[config.mk]
export PLATFORM = sky130hd
export DESIGN_NAME = vec_skid_buffer
export DESIGN_NICKNAME = d
export VERILOG_FILES = /design/src/hdl/vec_skid_buffer.sv
export SDC_FILE = /design/constraint.sdc
export NUM_CORES = 1
export LEC_CHECK = 0
export ABC_AREA = 1
export BUFFER_PORTS_ARGS = -buffer_cell sky130_fd_sc_hd__buf_4
export CAP_MARGIN = 20
export CORE_AREA = 5 5 42 44
export CTS_BUF_LIST = sky130_fd_sc_hd__clkbuf_8
export CTS_CLUSTER_DIAMETER = 200
export CTS_CLUSTER_SIZE = 10
export DETAILED_ROUTE_END_ITERATION = 10
export DIE_AREA = 0 0 47 49
export PLACE_DENSITY_LB_ADDON = 0.08
export SYNTH_ARGS = -nofsm -noshare
export SYNTH_HDL_FRONTEND = slang
export SYNTH_SLANG_ARGS = --single-unit
export TNS_END_PERCENT = 100
[constraint.sdc]
create_clock -name clk_i -period 1.5 [get_ports clk_i]
set_clock_uncertainty 0.1 [all_clocks]
set_input_delay 0.3 -clock clk_i [delete_from_list [all_inputs] [get_ports clk_i]]
set_output_delay 0.3 -clock clk_i [all_outputs]
set_load 0.02 [all_outputs]
[src/hdl/vec_skid_buffer.sv]
// Two-entry valid/ready skid buffer with a type-parameterized payload
`timescale 1ns/100ps

module vec_skid_buffer #(
  parameter type payload_t = logic
) (
  input  logic     clk_i,
  input  logic     reset_i,
  input  payload_t in_data_i,
  input  logic     in_valid_i,
  output logic     in_ready_o,
  output payload_t out_data_o,
  output logic     out_valid_o,
  input  logic     out_ready_i
);

  payload_t   mem_q [2];
  logic       wr_ptr_q;
  logic       rd_ptr_q;
  logic [1:0] count_q;
  logic       push;
  logic       pop;

  // Accept while a slot is free, present the oldest entry
  assign in_ready_o  = (count_q != 2'd2);
  assign out_valid_o = (count_q != 2'd0);
  assign out_data_o  = mem_q[rd_ptr_q];

  assign push = in_valid_i & in_ready_o;
  assign pop  = out_valid_o & out_ready_i;

  always_ff @(posedge clk_i) begin
    if (reset_i) begin
      wr_ptr_q <= 1'b0;
      rd_ptr_q <= 1'b0;
      count_q  <= 2'd0;
    end else begin
      if (push) wr_ptr_q <= ~wr_ptr_q;
      if (pop)  rd_ptr_q <= ~rd_ptr_q;
      count_q <= count_q + {1'b0, push} - {1'b0, pop};
    end
  end

  always_ff @(posedge clk_i) begin
    if (push) mem_q[wr_ptr_q] <= in_data_i;
  end

  // A stalled output keeps its entry until it is taken
  a_out_stable: assert property (@(posedge clk_i) disable iff (reset_i)
    out_valid_o && !out_ready_i |=> out_valid_o && $stable(out_data_o));

endmodule

==> impl_metrics.ini <==
[global_routing]
grt_pass1_wl_um = 993
grt_max_degree = 5
grt_util_all_layers = 0.0636
initial_antenna_violation_count = 0
grt_pass1_vias = 255
grt_remaining_overflow = 0

[layout]
seq_area_um2 = 165
final_nets = 64
multi_input_comb_area_um2 = 184
layout_fillers = 152
utilization = 0.379
area_growth_pct = 65.0
drive_above_1_share = 0.536
antenna_cells = 0

[synth]
syn_avg_cell_area_um2 = 7.84
synth_top_cells_by_area = sky130_fd_sc_hd__dfxtp_1, sky130_fd_sc_hd__edfxtp_1, sky130_fd_sc_hd__inv_1
synth-warning-count = 0
synthDominantCellAreaShare = 0.311
dominant_synthesized_flop_cell = sky130_fd_sc_hd__dfxtp_1
synth_sequential_area_ratio = 0.498
synthesis.area_um2 = 322
netlist.top_cell.by_area = sky130_fd_sc_hd__dfxtp_1
number_of_enable_type_register_cells_in_the_synthesized_netlist = 2
top_count_cell_post_synth = sky130_fd_sc_hd__inv_1
asyncSetResetFlopFracSynth = 0
synth_fp_nets = 48
ys_types = 10
yosys_register_bits = 7
post_synth_most_frequent_cells = sky130_fd_sc_hd__inv_1, sky130_fd_sc_hd__nand2_1, sky130_fd_sc_hd__nor2_1
syn_inst = 41

[clocking]
ctsLongestPathBuffers = 2
clock_latency_on_the_worst_skew_pair_ns = 0.23
cts_inserted_buffers = 3
holdBufCountCts = 0
clock_sink_count = 7
cts_clock_pin_slew_for_the_worst_setup_and_hold_paths_ns = 0.04
tritoncts = done
clock_tree.htree_level_count = 1
cts-root-buf = sky130_fd_sc_hd__clkbuf_8

[timing]
timing_worst_slew_pin_value_ns = 0.158
timing.fmax_mhz = 688
final-setup-viol-count = 0
final_critical_path_setup_slack_ns = 0.0473
post-route-min-period_ns = 1.45
tns_ns = 0
slew_headroom = 0.895
hold-worst-slack_ns = 0.121
period_share = 0.968
final-hold-violation-count = 0
drv_slew = 0

[floorplan]
start_util = 0.229
die_width_um = 47
rows = 14
die_area_um2 = 2300
core-area_um2 = 1400
floorplan.die.height_um = 49
floorplan.io_pins = 8

[critical_path]
crit_chain = nor2_2 -> nor2_2 -> ha_4 -> inv_2 -> ha_4 -> inv_2 -> nand2_2 -> nand3_2 -> nand2_1 -> nor2_1
regToRegSetupSlack_ns = 0.05
crit_path_end_kind = flip-flop
critical-path-top-delay-family = simple AND/OR/NAND/NOR gates
number_of_buffer_and_inverter_stages_on_the_critical_path = 2
cp.arrival_ns = 1.48
setup.worst_path.start_class = flip-flop
criticalPathCategory = flip-flop to flip-flop
cpPeakStageDelay_ns = 0.35
critical_path.slowest_cell = sky130_fd_sc_hd__dfxtp_2
maximum_fanout_encountered_on_the_critical_timing_path = 3
timing.critical_path.required_ns = 1.53

[route]
drtAntennaViolNets = 0
vias = 304
route.final.wire_length_um = 729
drt_drc_violations_left = 0
drt_pass1_iterations = 4
routed_wire_length_per_instance_um = 10.1
detailed_router_s_first_iteration_violation_count = 4
detail_route.vias_per_cell = 4.22

[power]
fin_total_pwr_uw = 1130
ir_drop_v = 0.000725
power_leakage_uw = 0.000255
power_per_cell_area_nw_per_um2 = 2130

[worst_hold_path]
worst_hold_check_path_type = input pin to flip-flop

[placement]
numPortBuffers = 7
dp_slack_ns = -0.0140
global_placer_s_final_weighted_congestion = 0.660

[run]
maxCapViolCount = 0

[status]
outcome = complete, no violations
kinds of logic after synthesis:
group           synth area share
buf+inv                    0.105
fa+ha+maj                 0.0778
mux                       0.0350
flops                      0.498
compound gates            0.0311
simple gates               0.253
path summary, 6_finish.rpt:
| path | startpoint | to | cells past startpoint |
|---|---|---|---|
| min reg2reg | rd_ptr_q$_SDFFE_PP0P_ | flip-flop | 2 |
| max | count_q[0]$_SDFF_PP0_ | count_q[1]$_SDFF_PP0_ | 10 |
| max reg2reg | count_q[0]$_SDFF_PP0_ | count_q[1]$_SDFF_PP0_ | 10 |
| min | reset_i | count_q[0]$_SDFF_PP0_ | 2 |
routing by layer:
layer  track usage  part of all wire  up-vias
met1        0.0710              0.34      136
met5             0                 0        -
met2        0.0837              0.54        8
met4        0.0691             0.060        0
li1              -                 -      153
met3        0.0221             0.055        7
area by class of cell:
class                      instances  share of cell area
clock buffer                       3              0.0778
clock inverter                     1             0.00708
inverter                           9              0.0637
multi-input combinational         25               0.347
sequential                         7               0.311
tap                               16              0.0377
timing repair buffer              11               0.156
metrics by stage:
step,area [µm²],std cells
after floorplan,330,41
after global placement,418,66
after detailed placement,418,66
after CTS,463,70
after global routing,531,72
final,531,72
cell usage in the layout (no fill, tap or decap), drive strengths merged:
master / Yosys / final
nor2: 9 / 9
clkbuf: 0 / 3
nand2: 8 / 8
buf: 0 / 11
ha: 2 / 2
a21oi: 2 / 2
inv: 9 / 10
mux2: 1 / 1
nand3: 3 / 3
edfxtp: 2 / 2
dfxtp: 5 / 5
where the power goes:
part           internal [µW]  switching [µW]
registers                266            46.2
logic                    262             288
clock network            178            89.2
total                    706             424
timing repair:
item,CTS,global route
pin swaps,2,5
setup buffers,0,2
setup endpoints to repair,1,1
cloned,0,0
resized for setup,0,14
(Power assumes the default switching activity.)
