==> src/hdl/vec_cfg.svh <==
// Configuration macros for lane count, element width, register count and vector length
`ifndef VEC_CFG_SVH
`define VEC_CFG_SVH

// Number of parallel lanes, a power of two
`define VEC_NR_LANES 4

// Element width in bits
`define VEC_ELEN 32

// Architectural vector registers
`define VEC_NR_VREGS 8

// Maximum vector length in elements
`define VEC_VLMAX 16

// Elements of one register held by each lane
`define VEC_ELEMS_PER_LANE (`VEC_VLMAX / `VEC_NR_LANES)

`endif
==> src/hdl/vec_pkg.sv <==
// Package with opcode enum, element types, request, instruction and response structs
`include "vec_cfg.svh"

package vec_pkg;

  ////////////////////////////////////////////////////////////
  // Basic types
  ////////////////////////////////////////////////////////////

  typedef logic [`VEC_ELEN-1:0]              elen_t;
  typedef logic [$clog2(`VEC_NR_VREGS)-1:0]  vreg_idx_t;
  // One extra bit so that vl can reach VLMAX itself
  typedef logic [$clog2(`VEC_VLMAX):0]       vl_t;

  // Raw opcode encodings seen on the request port
  typedef enum logic [3:0] {
    VADD_VV = 4'd0,
    VSUB_VV = 4'd1,
    VAND_VV = 4'd2,
    VOR_VV  = 4'd3,
    VXOR_VV = 4'd4,
    VADD_VX = 4'd5,
    VMV_VX  = 4'd6,
    VID     = 4'd7,
    VREAD   = 4'd8
  } vec_op_e;

  ////////////////////////////////////////////////////////////
  // Interface structs
  ////////////////////////////////////////////////////////////

  // Request from the scalar core
  typedef struct packed {
    logic [3:0] op;
    vreg_idx_t  vd;
    vreg_idx_t  vs1;
    vreg_idx_t  vs2;
    vl_t        vl;
    elen_t      scalar;
  } acc_req_t;

  // Decoded instruction, broadcast to the lanes
  typedef struct packed {
    vec_op_e    op;
    vreg_idx_t  vd;
    vreg_idx_t  vs1;
    vreg_idx_t  vs2;
    vl_t        vl;
    elen_t      scalar;
    logic       illegal;
  } vinsn_t;

  // Response back to the core
  typedef struct packed {
    elen_t      result;
    logic       error;
  } acc_resp_t;

endpackage

==> src/hdl/vec_dispatcher.sv <==
// Request decoder mapping raw opcodes to vector instructions and flagging illegal ones
`timescale 1ns/100ps
`include "vec_cfg.svh"

module vec_dispatcher (
  input  vec_pkg::acc_req_t acc_req_i,
  input  logic              acc_req_valid_i,
  output logic              acc_req_ready_o,
  output vec_pkg::vinsn_t   vinsn_o,
  output logic              vinsn_valid_o,
  input  logic              vinsn_ready_i
);

  import vec_pkg::*;

  logic op_known;
  logic vl_too_long;
  logic idx_out_of_range;

  ////////////////////////////////////////////////////////////
  // Handshake
  ////////////////////////////////////////////////////////////

  // Purely combinational stage, no cycles spent here
  assign vinsn_valid_o   = acc_req_valid_i;
  assign acc_req_ready_o = vinsn_ready_i;

  ////////////////////////////////////////////////////////////
  // Legality checks
  ////////////////////////////////////////////////////////////

  always_comb begin
    case (acc_req_i.op)
      VADD_VV,
      VSUB_VV,
      VAND_VV,
      VOR_VV,
      VXOR_VV,
      VADD_VX,
      VMV_VX,
      VID,
      VREAD:   op_known = 1'b1;
      default: op_known = 1'b0;
    endcase
  end

  assign vl_too_long = (acc_req_i.vl > vl_t'(`VEC_VLMAX));

  // Full scalar is compared, not just the index bits
  assign idx_out_of_range = (acc_req_i.op == VREAD) &&
                            (acc_req_i.scalar >= elen_t'(`VEC_VLMAX));

  ////////////////////////////////////////////////////////////
  // Instruction fields
  ////////////////////////////////////////////////////////////

  always_comb begin
    // Unknown opcodes carry a harmless op, they never reach the lanes
    vinsn_o.op      = op_known ? vec_op_e'(acc_req_i.op) : VADD_VV;
    vinsn_o.vd      = acc_req_i.vd;
    vinsn_o.vs1     = acc_req_i.vs1;
    vinsn_o.vs2     = acc_req_i.vs2;
    vinsn_o.vl      = acc_req_i.vl;
    vinsn_o.scalar  = acc_req_i.scalar;
    vinsn_o.illegal = !op_known || vl_too_long || idx_out_of_range;
  end

endmodule

==> config.mk <==
export PLATFORM = sky130hd
export DESIGN_NAME = vec_dispatcher
export DESIGN_NICKNAME = d
export VERILOG_FILES = /design/src/hdl/vec_pkg.sv /design/src/hdl/vec_dispatcher.sv
export VERILOG_INCLUDE_DIRS = /design/src /design/src/hdl
export SDC_FILE = /design/constraint.sdc
export NUM_CORES = 1
export LEC_CHECK = 0
export ABC_CLOCK_PERIOD_IN_PS = 1250
export CAP_MARGIN = 0
export CORE_MARGIN = 3
export CORE_UTILIZATION = 30
export DETAILED_ROUTE_END_ITERATION = 8
export DONT_BUFFER_PORTS = 1
export GPL_ROUTABILITY_DRIVEN = 0
export PLACE_DENSITY = 0.46
export SYNTH_ARGS = -nofsm -noshare
export SYNTH_HDL_FRONTEND = slang
export SYNTH_SLANG_ARGS = --single-unit
export TNS_END_PERCENT = 100
==> constraint.sdc <==
create_clock -name vclk -period 1.25
set_clock_uncertainty 0.15 [all_clocks]
set_input_delay 0.25 -clock vclk [all_inputs]
set_output_delay 0.25 -clock vclk [all_outputs]
set_load 0.1 [all_outputs]
==> run metrics <==
status=complete, but fails checks; failing checks=negative setup slack; CORE AREA=1420 µm²; DRT Wirelength=a little under 900 µm; Worst EP arrival=1.04 ns; Routed wire per std cell=around 23 µm; final net count=76; routed via count=roughly 240; Setup Crit Path Kind=in -> out; Synth Area in XOR/XNOR=0; Inst Count DP=37; worst-path cell chain=nor4_4 -> nand4_1 -> o21ai_2 -> nand2_4; DRC Markers=0; Setup Buffers After CTS=0; drt first pass iters=1; area growth from synthesis to layout=-28.5%; Setup crit start=acc_req_i[14]; Final Cycle Share=1.15; setup TNS=-0.209 ns; crit-path max FO=2; layout cells sized above 1=0.909; crit path to=vinsn_o[0]; Iter 0 DRT Violations=0; # fillers=between 100 and 150; ant diodes=0; crit end category=output pin; Post-CTS Hold Fix Bufs=0; pwr/cell area=between 300 and 400 nW/µm²; Worst Path Required=0.85 ns; Fmax=694 MHz; CP max stage delay=between 0.2 and 0.3 ns; Multi-input gate area=about 260 µm²; fin cells=37; largest net degree at the start of global routing=6; post-synth cell types=10; GRT Util Overall=0.0614; Post-Syn Area=between 400 and 500 µm²; P_leak=just under 0.0001 µW; first-pass GRT wire length=around 1000 µm; Compound-Gate Fraction of Synth Area=0.0282; vias per inst=between 6 and 7; register area=0 µm²; Max Cap Viol=0; vias in the first global route=253; Post-Syn Area per Cell=between 7 and 8 µm²; port bufs=0; endpoints failing setup=2; Max Slew Vio Count=0; Initial Utilization=0.345; syn nets=between 100 and 150; I/O pin cnt=~110; Syn Inst Count=65; die area=2150 µm²; Die Span X=roughly 46 µm; peak supply drop=approximately 0.00013 V; HP Class=in -> out; Synth Warn #=0; mux cell area share after synthesis=0; slew margin rel.=0.801; grt total ovfl=0; initial antenna violation count=0; Final Hold Fails=0; register area share after synthesis=0; # clk buffers=0; main combinational cell family by area after synthesis=buffers and inverters; adder-cell area share of the yosys netlist=0; RSZ-0062 raised after global routing=true; worst slew pin tran=0.299 ns; Synth Area in Simple Gates=0.233; crit path time final=approximately 1.4 ns; PnR worst setup slack=-0.192 ns; num sequential=0; Vert. Die Dim=46.3 µm; Rows=13; Worst setup SP type=primary input; CP max stage cell=nor4_4; Final ANT Viol Nets=0
-- final cells by class --
class,instances,area share
multi-input combinational,17,0.731
timing repair buffer,5,0.215
tap,15,0.0538
-- kinds of logic (layout without fill, tap and decap cells) --
| family | after synthesis | after routing |
|---|---|---|
| compound gates | 2 | 2 |
| buf+inv | 48 | 5 |
| simple gates | 15 | 15 |
-- worst min-delay path by stage --
stage / start / endpoint / cells past startpoint
3_3_place_gp: acc_req_i[2] / vinsn_o[3] / 0
6_report: acc_req_i[44] / vinsn_o[45] / 0
4_1_cts: acc_req_i[2] / vinsn_o[3] / 0
2_1_floorplan: acc_req_i[49] / vinsn_o[47] / 1
3_5_place_dp: acc_req_i[2] / vinsn_o[3] / 0
5_1_grt: acc_req_i[11] / vinsn_o[12] / 0
-- stage by stage --
stage                     instance area (µm²)   util  hold WS [ns]  setup WS, ns  total power, µW
after floorplan                           574      -         0.451        -0.159              811
after global placement                    308  0.218         0.351        -0.241              116
after detailed placement                  308  0.218         0.351        -0.247              117
after CTS                                 332  0.234         0.351        -0.225              119
after global routing                      349  0.247         0.350        -0.260              123
final                                     349  0.247         0.350        -0.192              120
-- Yosys cell counts --
cell type / number / area [µm²]
o41ai_1: 1 / 8.76
nor4_2: 3 / 37.5
nand4_1: 2 / 12.5
and2_1: 1 / 6.26
nor4_1: 4 / 25.0
nor2b_1: 3 / 18.8
o21ai_1: 1 / 5.00
nor3_2: 1 / 10.0
buf_4: 48 / 360
nand2_1: 1 / 3.75
-- power by group --
group          leakage [µW]  internal [µW]  switching [µW]  total [µW]
Clock                     0              0               0           0
Sequential                0              0               0           0
Combinational     0.0000967           48.7            70.9         120
-- layout by cell type (no fill, tap or decap) --
| cell | netlist | final |
|---|---|---|
| nor4_2 | 3 | 1 |
| nor3_4 | 0 | 1 |
| and2_4 | 0 | 1 |
| nand4_1 | 2 | 2 |
| nand2_4 | 0 | 1 |
| buf_12 | 0 | 3 |
| nor4_4 | 0 | 6 |
| o21ai_2 | 0 | 1 |
| o41ai_2 | 0 | 1 |
| buf_4 | 48 | 2 |
| nor2b_4 | 0 | 3 |
-- worst max-delay path: cells and delay by family --
family           cells  cell delay, ns
AO/OA/AOI/OAI        1            0.19
AND/OR/NAND/NOR      3            0.60
-- metal layers --
layer	global-route usage	part of all wire	vias up
li1	-	-	85
met1	0.0750	0.27	98
met2	0.0879	0.43	57
met3	0.0313	0.26	4
met4	0.0284	0.034	0
met5	0	0	-
-- timing repair --
action / 4_1_cts / 5_1_grt
pin swaps: 6 / 2
endpoints found under the hold margin: 0 / 0
setup endpoints to repair: 2 / 2
resized for setup: 3 / 2
Note: power is estimated with default switching activity, not from simulation.
