**config.mk**
```make
export PLATFORM = sky130hd
export DESIGN_NAME = vec_sequencer
export DESIGN_NICKNAME = d
export VERILOG_FILES = /design/src/hdl/vec_pkg.sv /design/src/hdl/vec_sequencer.sv
export VERILOG_INCLUDE_DIRS = /design/src /design/src/hdl
export SDC_FILE = /design/constraint.sdc
export NUM_CORES = 1
export LEC_CHECK = 0
export CAP_MARGIN = 40
export CORE_AREA = 2 2 107 109
export DETAILED_ROUTE_END_ITERATION = 12
export DIE_AREA = 0 0 109 111
export DONT_BUFFER_PORTS = 1
export PLACE_DENSITY_LB_ADDON = 0.25
export SETUP_SLACK_MARGIN = 0.5
export SLEW_MARGIN = 20
export SYNTH_ARGS = -nofsm -noshare
export SYNTH_HDL_FRONTEND = slang
export SYNTH_SLANG_ARGS = --single-unit
```
**constraint.sdc**
```tcl
create_clock -name clk_i -period 2.6 [get_ports clk_i]
set_input_delay 0.13 -clock clk_i [delete_from_list [all_inputs] [get_ports clk_i]]
set_output_delay 0.13 -clock clk_i [all_outputs]
set_load 0.02 [all_outputs]
```
**src/hdl/vec_cfg.svh**
```systemverilog
// Configuration macros for lane count, element width, register count and vector length
`ifndef VEC_CFG_SVH
`define VEC_CFG_SVH

// Number of parallel lanes, a power of two
`define VEC_NR_LANES 4

// Element width in bits
`define VEC_ELEN 32

// Architectural vector registers
`define VEC_NR_VREGS 8

// Maximum vector length in elements
`define VEC_VLMAX 16

// Elements of one register held by each lane
`define VEC_ELEMS_PER_LANE (`VEC_VLMAX / `VEC_NR_LANES)

`endif
```
**src/hdl/vec_pkg.sv**
```systemverilog
// Package with opcode enum, element types, request, instruction and response structs
`include "vec_cfg.svh"

package vec_pkg;

  ////////////////////////////////////////////////////////////
  // Basic types
  ////////////////////////////////////////////////////////////

  typedef logic [`VEC_ELEN-1:0]              elen_t;
  typedef logic [$clog2(`VEC_NR_VREGS)-1:0]  vreg_idx_t;
  // One extra bit so that vl can reach VLMAX itself
  typedef logic [$clog2(`VEC_VLMAX):0]       vl_t;

  // Raw opcode encodings seen on the request port
  typedef enum logic [3:0] {
    VADD_VV = 4'd0,
    VSUB_VV = 4'd1,
    VAND_VV = 4'd2,
    VOR_VV  = 4'd3,
    VXOR_VV = 4'd4,
    VADD_VX = 4'd5,
    VMV_VX  = 4'd6,
    VID     = 4'd7,
    VREAD   = 4'd8
  } vec_op_e;

  ////////////////////////////////////////////////////////////
  // Interface structs
  ////////////////////////////////////////////////////////////

  // Request from the scalar core
  typedef struct packed {
    logic [3:0] op;
    vreg_idx_t  vd;
    vreg_idx_t  vs1;
    vreg_idx_t  vs2;
    vl_t        vl;
    elen_t      scalar;
  } acc_req_t;

  // Decoded instruction, broadcast to the lanes
  typedef struct packed {
    vec_op_e    op;
    vreg_idx_t  vd;
    vreg_idx_t  vs1;
    vreg_idx_t  vs2;
    vl_t        vl;
    elen_t      scalar;
    logic       illegal;
  } vinsn_t;

  // Response back to the core
  typedef struct packed {
    elen_t      result;
    logic       error;
  } acc_resp_t;

endpackage

```
**src/hdl/vec_sequencer.sv**
```systemverilog
// Sequencer FSM issuing one instruction to all lanes and forming the response
`timescale 1ns/100ps
`include "vec_cfg.svh"

module vec_sequencer (
  input  logic                                  clk_i,
  input  logic                                  reset_i,
  input  vec_pkg::vinsn_t                       vinsn_i,
  input  logic                                  vinsn_valid_i,
  output logic                                  vinsn_ready_o,
  output vec_pkg::vinsn_t                       lane_vinsn_o,
  output logic                                  lane_start_o,
  input  logic            [`VEC_NR_LANES-1:0]   lane_done_i,
  input  vec_pkg::elen_t  [`VEC_NR_LANES-1:0]   lane_rdata_i,
  output vec_pkg::acc_resp_t                    resp_o,
  output logic                                  resp_valid_o,
  input  logic                                  resp_ready_i
);

  import vec_pkg::*;

  localparam int unsigned NR_LANES = `VEC_NR_LANES;

  typedef enum logic [1:0] {
    SEQ_IDLE,
    SEQ_BUSY,
    SEQ_RESPOND
  } seq_state_e;

  seq_state_e state_q;
  seq_state_e state_d;
  vinsn_t     held_q;
  elen_t      rdata_or;
  logic       accept;

  ////////////////////////////////////////////////////////////
  // Issue and FSM
  ////////////////////////////////////////////////////////////

  assign vinsn_ready_o = (state_q == SEQ_IDLE);
  assign accept        = vinsn_valid_i & vinsn_ready_o;

  // Lanes latch the broadcast on the start pulse
  assign lane_vinsn_o = vinsn_i;
  assign lane_start_o = accept & ~vinsn_i.illegal;

  always_comb begin
    state_d = state_q;
    case (state_q)
      SEQ_IDLE: begin
        if (accept) state_d = vinsn_i.illegal ? SEQ_RESPOND : SEQ_BUSY;
      end
      SEQ_BUSY: begin
        if (&lane_done_i) state_d = SEQ_RESPOND;
      end
      SEQ_RESPOND: begin
        if (resp_ready_i) state_d = SEQ_IDLE;
      end
      default: state_d = SEQ_IDLE;
    endcase
  end

  always_ff @(posedge clk_i) begin
    if (reset_i) state_q <= SEQ_IDLE;
    else         state_q <= state_d;
  end

  always_ff @(posedge clk_i) begin
    if (accept) held_q <= vinsn_i;
  end

  ////////////////////////////////////////////////////////////
  // Response
  ////////////////////////////////////////////////////////////

  // Non-owning lanes drive zero, so an OR picks the element
  always_comb begin
    rdata_or = '0;
    for (int l = 0; l < NR_LANES; l++) begin
      rdata_or = rdata_or | lane_rdata_i[l];
    end
  end

  assign resp_valid_o  = (state_q == SEQ_RESPOND);
  assign resp_o.error  = held_q.illegal;
  assign resp_o.result = (!held_q.illegal && held_q.op == VREAD) ? rdata_or : '0;

  // Lanes started together finish together
  a_lanes_done_together: assert property (@(posedge clk_i) disable iff (reset_i)
    (state_q == SEQ_BUSY) && (|lane_done_i) |-> (&lane_done_i));

endmodule

```
==> results.json <==
{
  "clock.fmax_ghz": 0.5404,
  "finalCriticalPeriod_ns": 1.851,
  "finalHoldViolCount": 0,
  "dieWidth_um": 109,
  "crit_path_max_fanout": 17,
  "worst_slew_pin_slew_ns": 0.4712,
  "initial_core_util_pct": 9.443,
  "remaining_drc_errors": 0,
  "io-pin-count": 274,
  "fin_crit_sh_pct": 71.18,
  "run_status": "complete, no violations",
  "worst_setup_hold_path_clk_slew_ns": 0.03,
  "design_power_total_mw": 0.4704,
  "detailedRoute.firstIterationViolations": 30,
  "arrival_ns": 1.72,
  "fillers": 1268,
  "numPortBuffers": 0,
  "routed_via_density": 3.650,
  "post_route_cells_drive_above_1_share_pct": 12.37,
  "maxCapViolations": 0,
  "final_cell_area_um2": 960.9,
  "synth_cell_types": 20,
  "drt_wl_total_um": 3619,
  "power.ir.vdd_worst_mv": 0.5007,
  "grt-ovfl-total": 0,
  "routed_length_per_instance_um": 15.08,
  "routed-via-count": 876,
  "slew_viol_final": 0,
  "cp-start-kind": "register",
  "fin_worst_skew_ns": 0.0006738,
  "slew_headroom_pct": 68.52,
  "root_buffer": "clkbuf_16",
  "crit_path_end_kind": "output pin",
  "tritoncts": "done",
  "grt_pass1_wl_um": 4443,
  "grt_max_degree": 18,
  "syn_avg_cell_area_um2": 7.471,
  "antenna_found_initial": 0,
  "die_height_um": 111,
  "fp.dieArea_um2": 12100,
  "number_of_warnings_printed_during_yosys_synthesis": 0,
  "detail_route.first_pass.iterations": 4,
  "number_of_antenna_cells_inserted": 0,
  "ctsHtreeMaxLevel": 1,
  "post_synth_inst_count": 140,
  "track_usage_pct": 5.079,
  "placed_cell_area_um2": 823.3,
  "clock_tree.buffer_depth": 2,
  "hold_start": "reset_i",
  "finish.utilization_pct": 8.675,
  "core_area_um2": 11080,
  "finalSetupViolCount": 0,
  "powerDensity_nw_per_um2": 489.6,
  "regToRegStartpoint": "state_q[0]",
  "worst_skew_pair.late_latency_ns": 0.23,
  "worstSetupPathType": "reg2out",
  "synth_nets": 327,
  "tightest_hold_check_type": "in2reg",
  "cts.sink_count": 7,
  "syn-cell-area_um2": 1046,
  "required_ns": 2.47,
  "timing.critical_path.cells": "nor3_2 -> nand3b_4 -> buf_4 -> nor2_1",
  "antenna_left": 0,
  "fin_worst_hold_slack_ns": 0.01589,
  "worst_path_max_delay_cell": "edfxtp_1",
  "timing.critical_path.slowest_cell_delay_ns": 0.37,
  "total_leakage_power_nw": 0.3029,
  "ys_seq_area_share_pct": 18.18,
  "hpwlAfterDp_um": 3275,
  "reg2reg_slack_ns": 1.25,
  "setup_total_negative_slack_ns": 0,
  "fp-row-count": 39,
  "areaGrowthSynthToFinish_pct": -8.134,
  "postSynthRegisterBits": 7,
  "rsz0062_at_grt": "false",
  "numCtsBuffers": 3,
  "globalplace.congestion": 0.7644,
  "number_of_global_route_vias_before_repair": 828,
  "crit_path_start": "held_q[48]",
  "nNetsFinal": 285
}
power breakdown:
part	switching [mW]	total [mW]	internal, mW
clock network	0.0528	0.256	0.204
registers	0.00964	0.142	0.132
logic	0.0460	0.0722	0.0262
sequential cells by signal, summed over array words and instances, names as in the netlist:
signal,flops
held_q,4
state_q,2
resp_o,1
metal layers:
layer	global-route usage, %	routed length, um	up-vias
met5	0	0	-
met4	1.453	61	0
met3	3.586	600	8
met2	6.749	1507	120
met1	6.467	1450	386
li1	-	-	362
synthesized netlist by cell type:
cell type,instances,area [um2]
a21oi_1,1,5.000
and2b_1,1,7.510
and3b_1,1,8.760
buf_4,52,390.4
buf_6,3,33.78
dfxtp_1,2,40.04
edfxtp_1,5,150.1
inv_1,1,3.750
nand2b_1,1,6.260
nand3b_2,1,11.26
nand4_1,1,6.260
nor2_1,30,112.6
nor2_2,3,18.77
nor2b_1,1,6.260
nor3_2,1,10.01
nor3b_2,1,12.51
nor4_1,32,200.2
o211a_1,1,10.01
o22ai_1,1,6.260
or3_1,1,6.260
stage by stage:
| step | cells | worst slack (ns) |
|---|---|---|
| after global placement | 231 | 0.7399 |
| after detailed placement | 231 | 0.7126 |
| after CTS | 240 | 0.6920 |
| after floorplan | 140 | 1.299 |
| final | 240 | 0.7494 |
| after global routing | 240 | 0.6111 |
critical path, delay by kind of cell, from the launching register on:
family | cells | cell delay, ns
buf+inv | 1 | 0.28
flops | 1 | 0.37
simple gates | 3 | 0.83
kinds of logic after synthesis:
logic type	after synthesis	share of synthesized area, %
and+or+nand+nor	74	38.88
AOI/OAI and AO/OA	3	2.033
buffers and inverters	56	40.91
DFF	7	18.18
placed cells by master (no fill, tap or decap), drive strengths merged:
master / netlist / routed
o211a: 1 / 1
nor3b: 1 / 1
nand3b: 1 / 1
a21oi: 1 / 1
inv: 1 / 1
buf: 55 / 3
and2b: 1 / 1
dlygate4sd3: 0 / 5
nand2b: 1 / 1
nand4: 1 / 1
nor4: 32 / 32
nor2: 33 / 33
clkbuf: 0 / 4
edfxtp: 5 / 5
or3: 1 / 1
o22ai: 1 / 1
and3b: 1 / 1
nor2b: 1 / 1
dfxtp: 2 / 2
nor3: 1 / 1
final timing paths:
path / cells after the start / to
setup / recovery: 4 / resp_o[27]
hold / removal: 1 / state_q[1]
setup reg to reg: 3 / state_q[0]
hold reg to reg: 2 / state_q[1]
cell type report:
type	instances	area [um2]	area share, %
inverters	1	3.754	0.3906
flip-flops and latches	7	190.2	19.79
multi-input cells	77	436.7	45.44
well taps	143	178.9	18.62
repair buffers	8	72.57	7.552
clock buffers	4	78.83	8.203
repair_timing:
| item | CTS | global route |
|---|---|---|
| setup endpoints to repair | 14 | 0 |
| resized for setup | 1 | 0 |
| hold endpoints to repair | 5 | 0 |
| buffers inserted | 0 | 0 |
| hold buffers | 5 | 0 |
No activity file was read; power rests on OpenSTA's default activity.
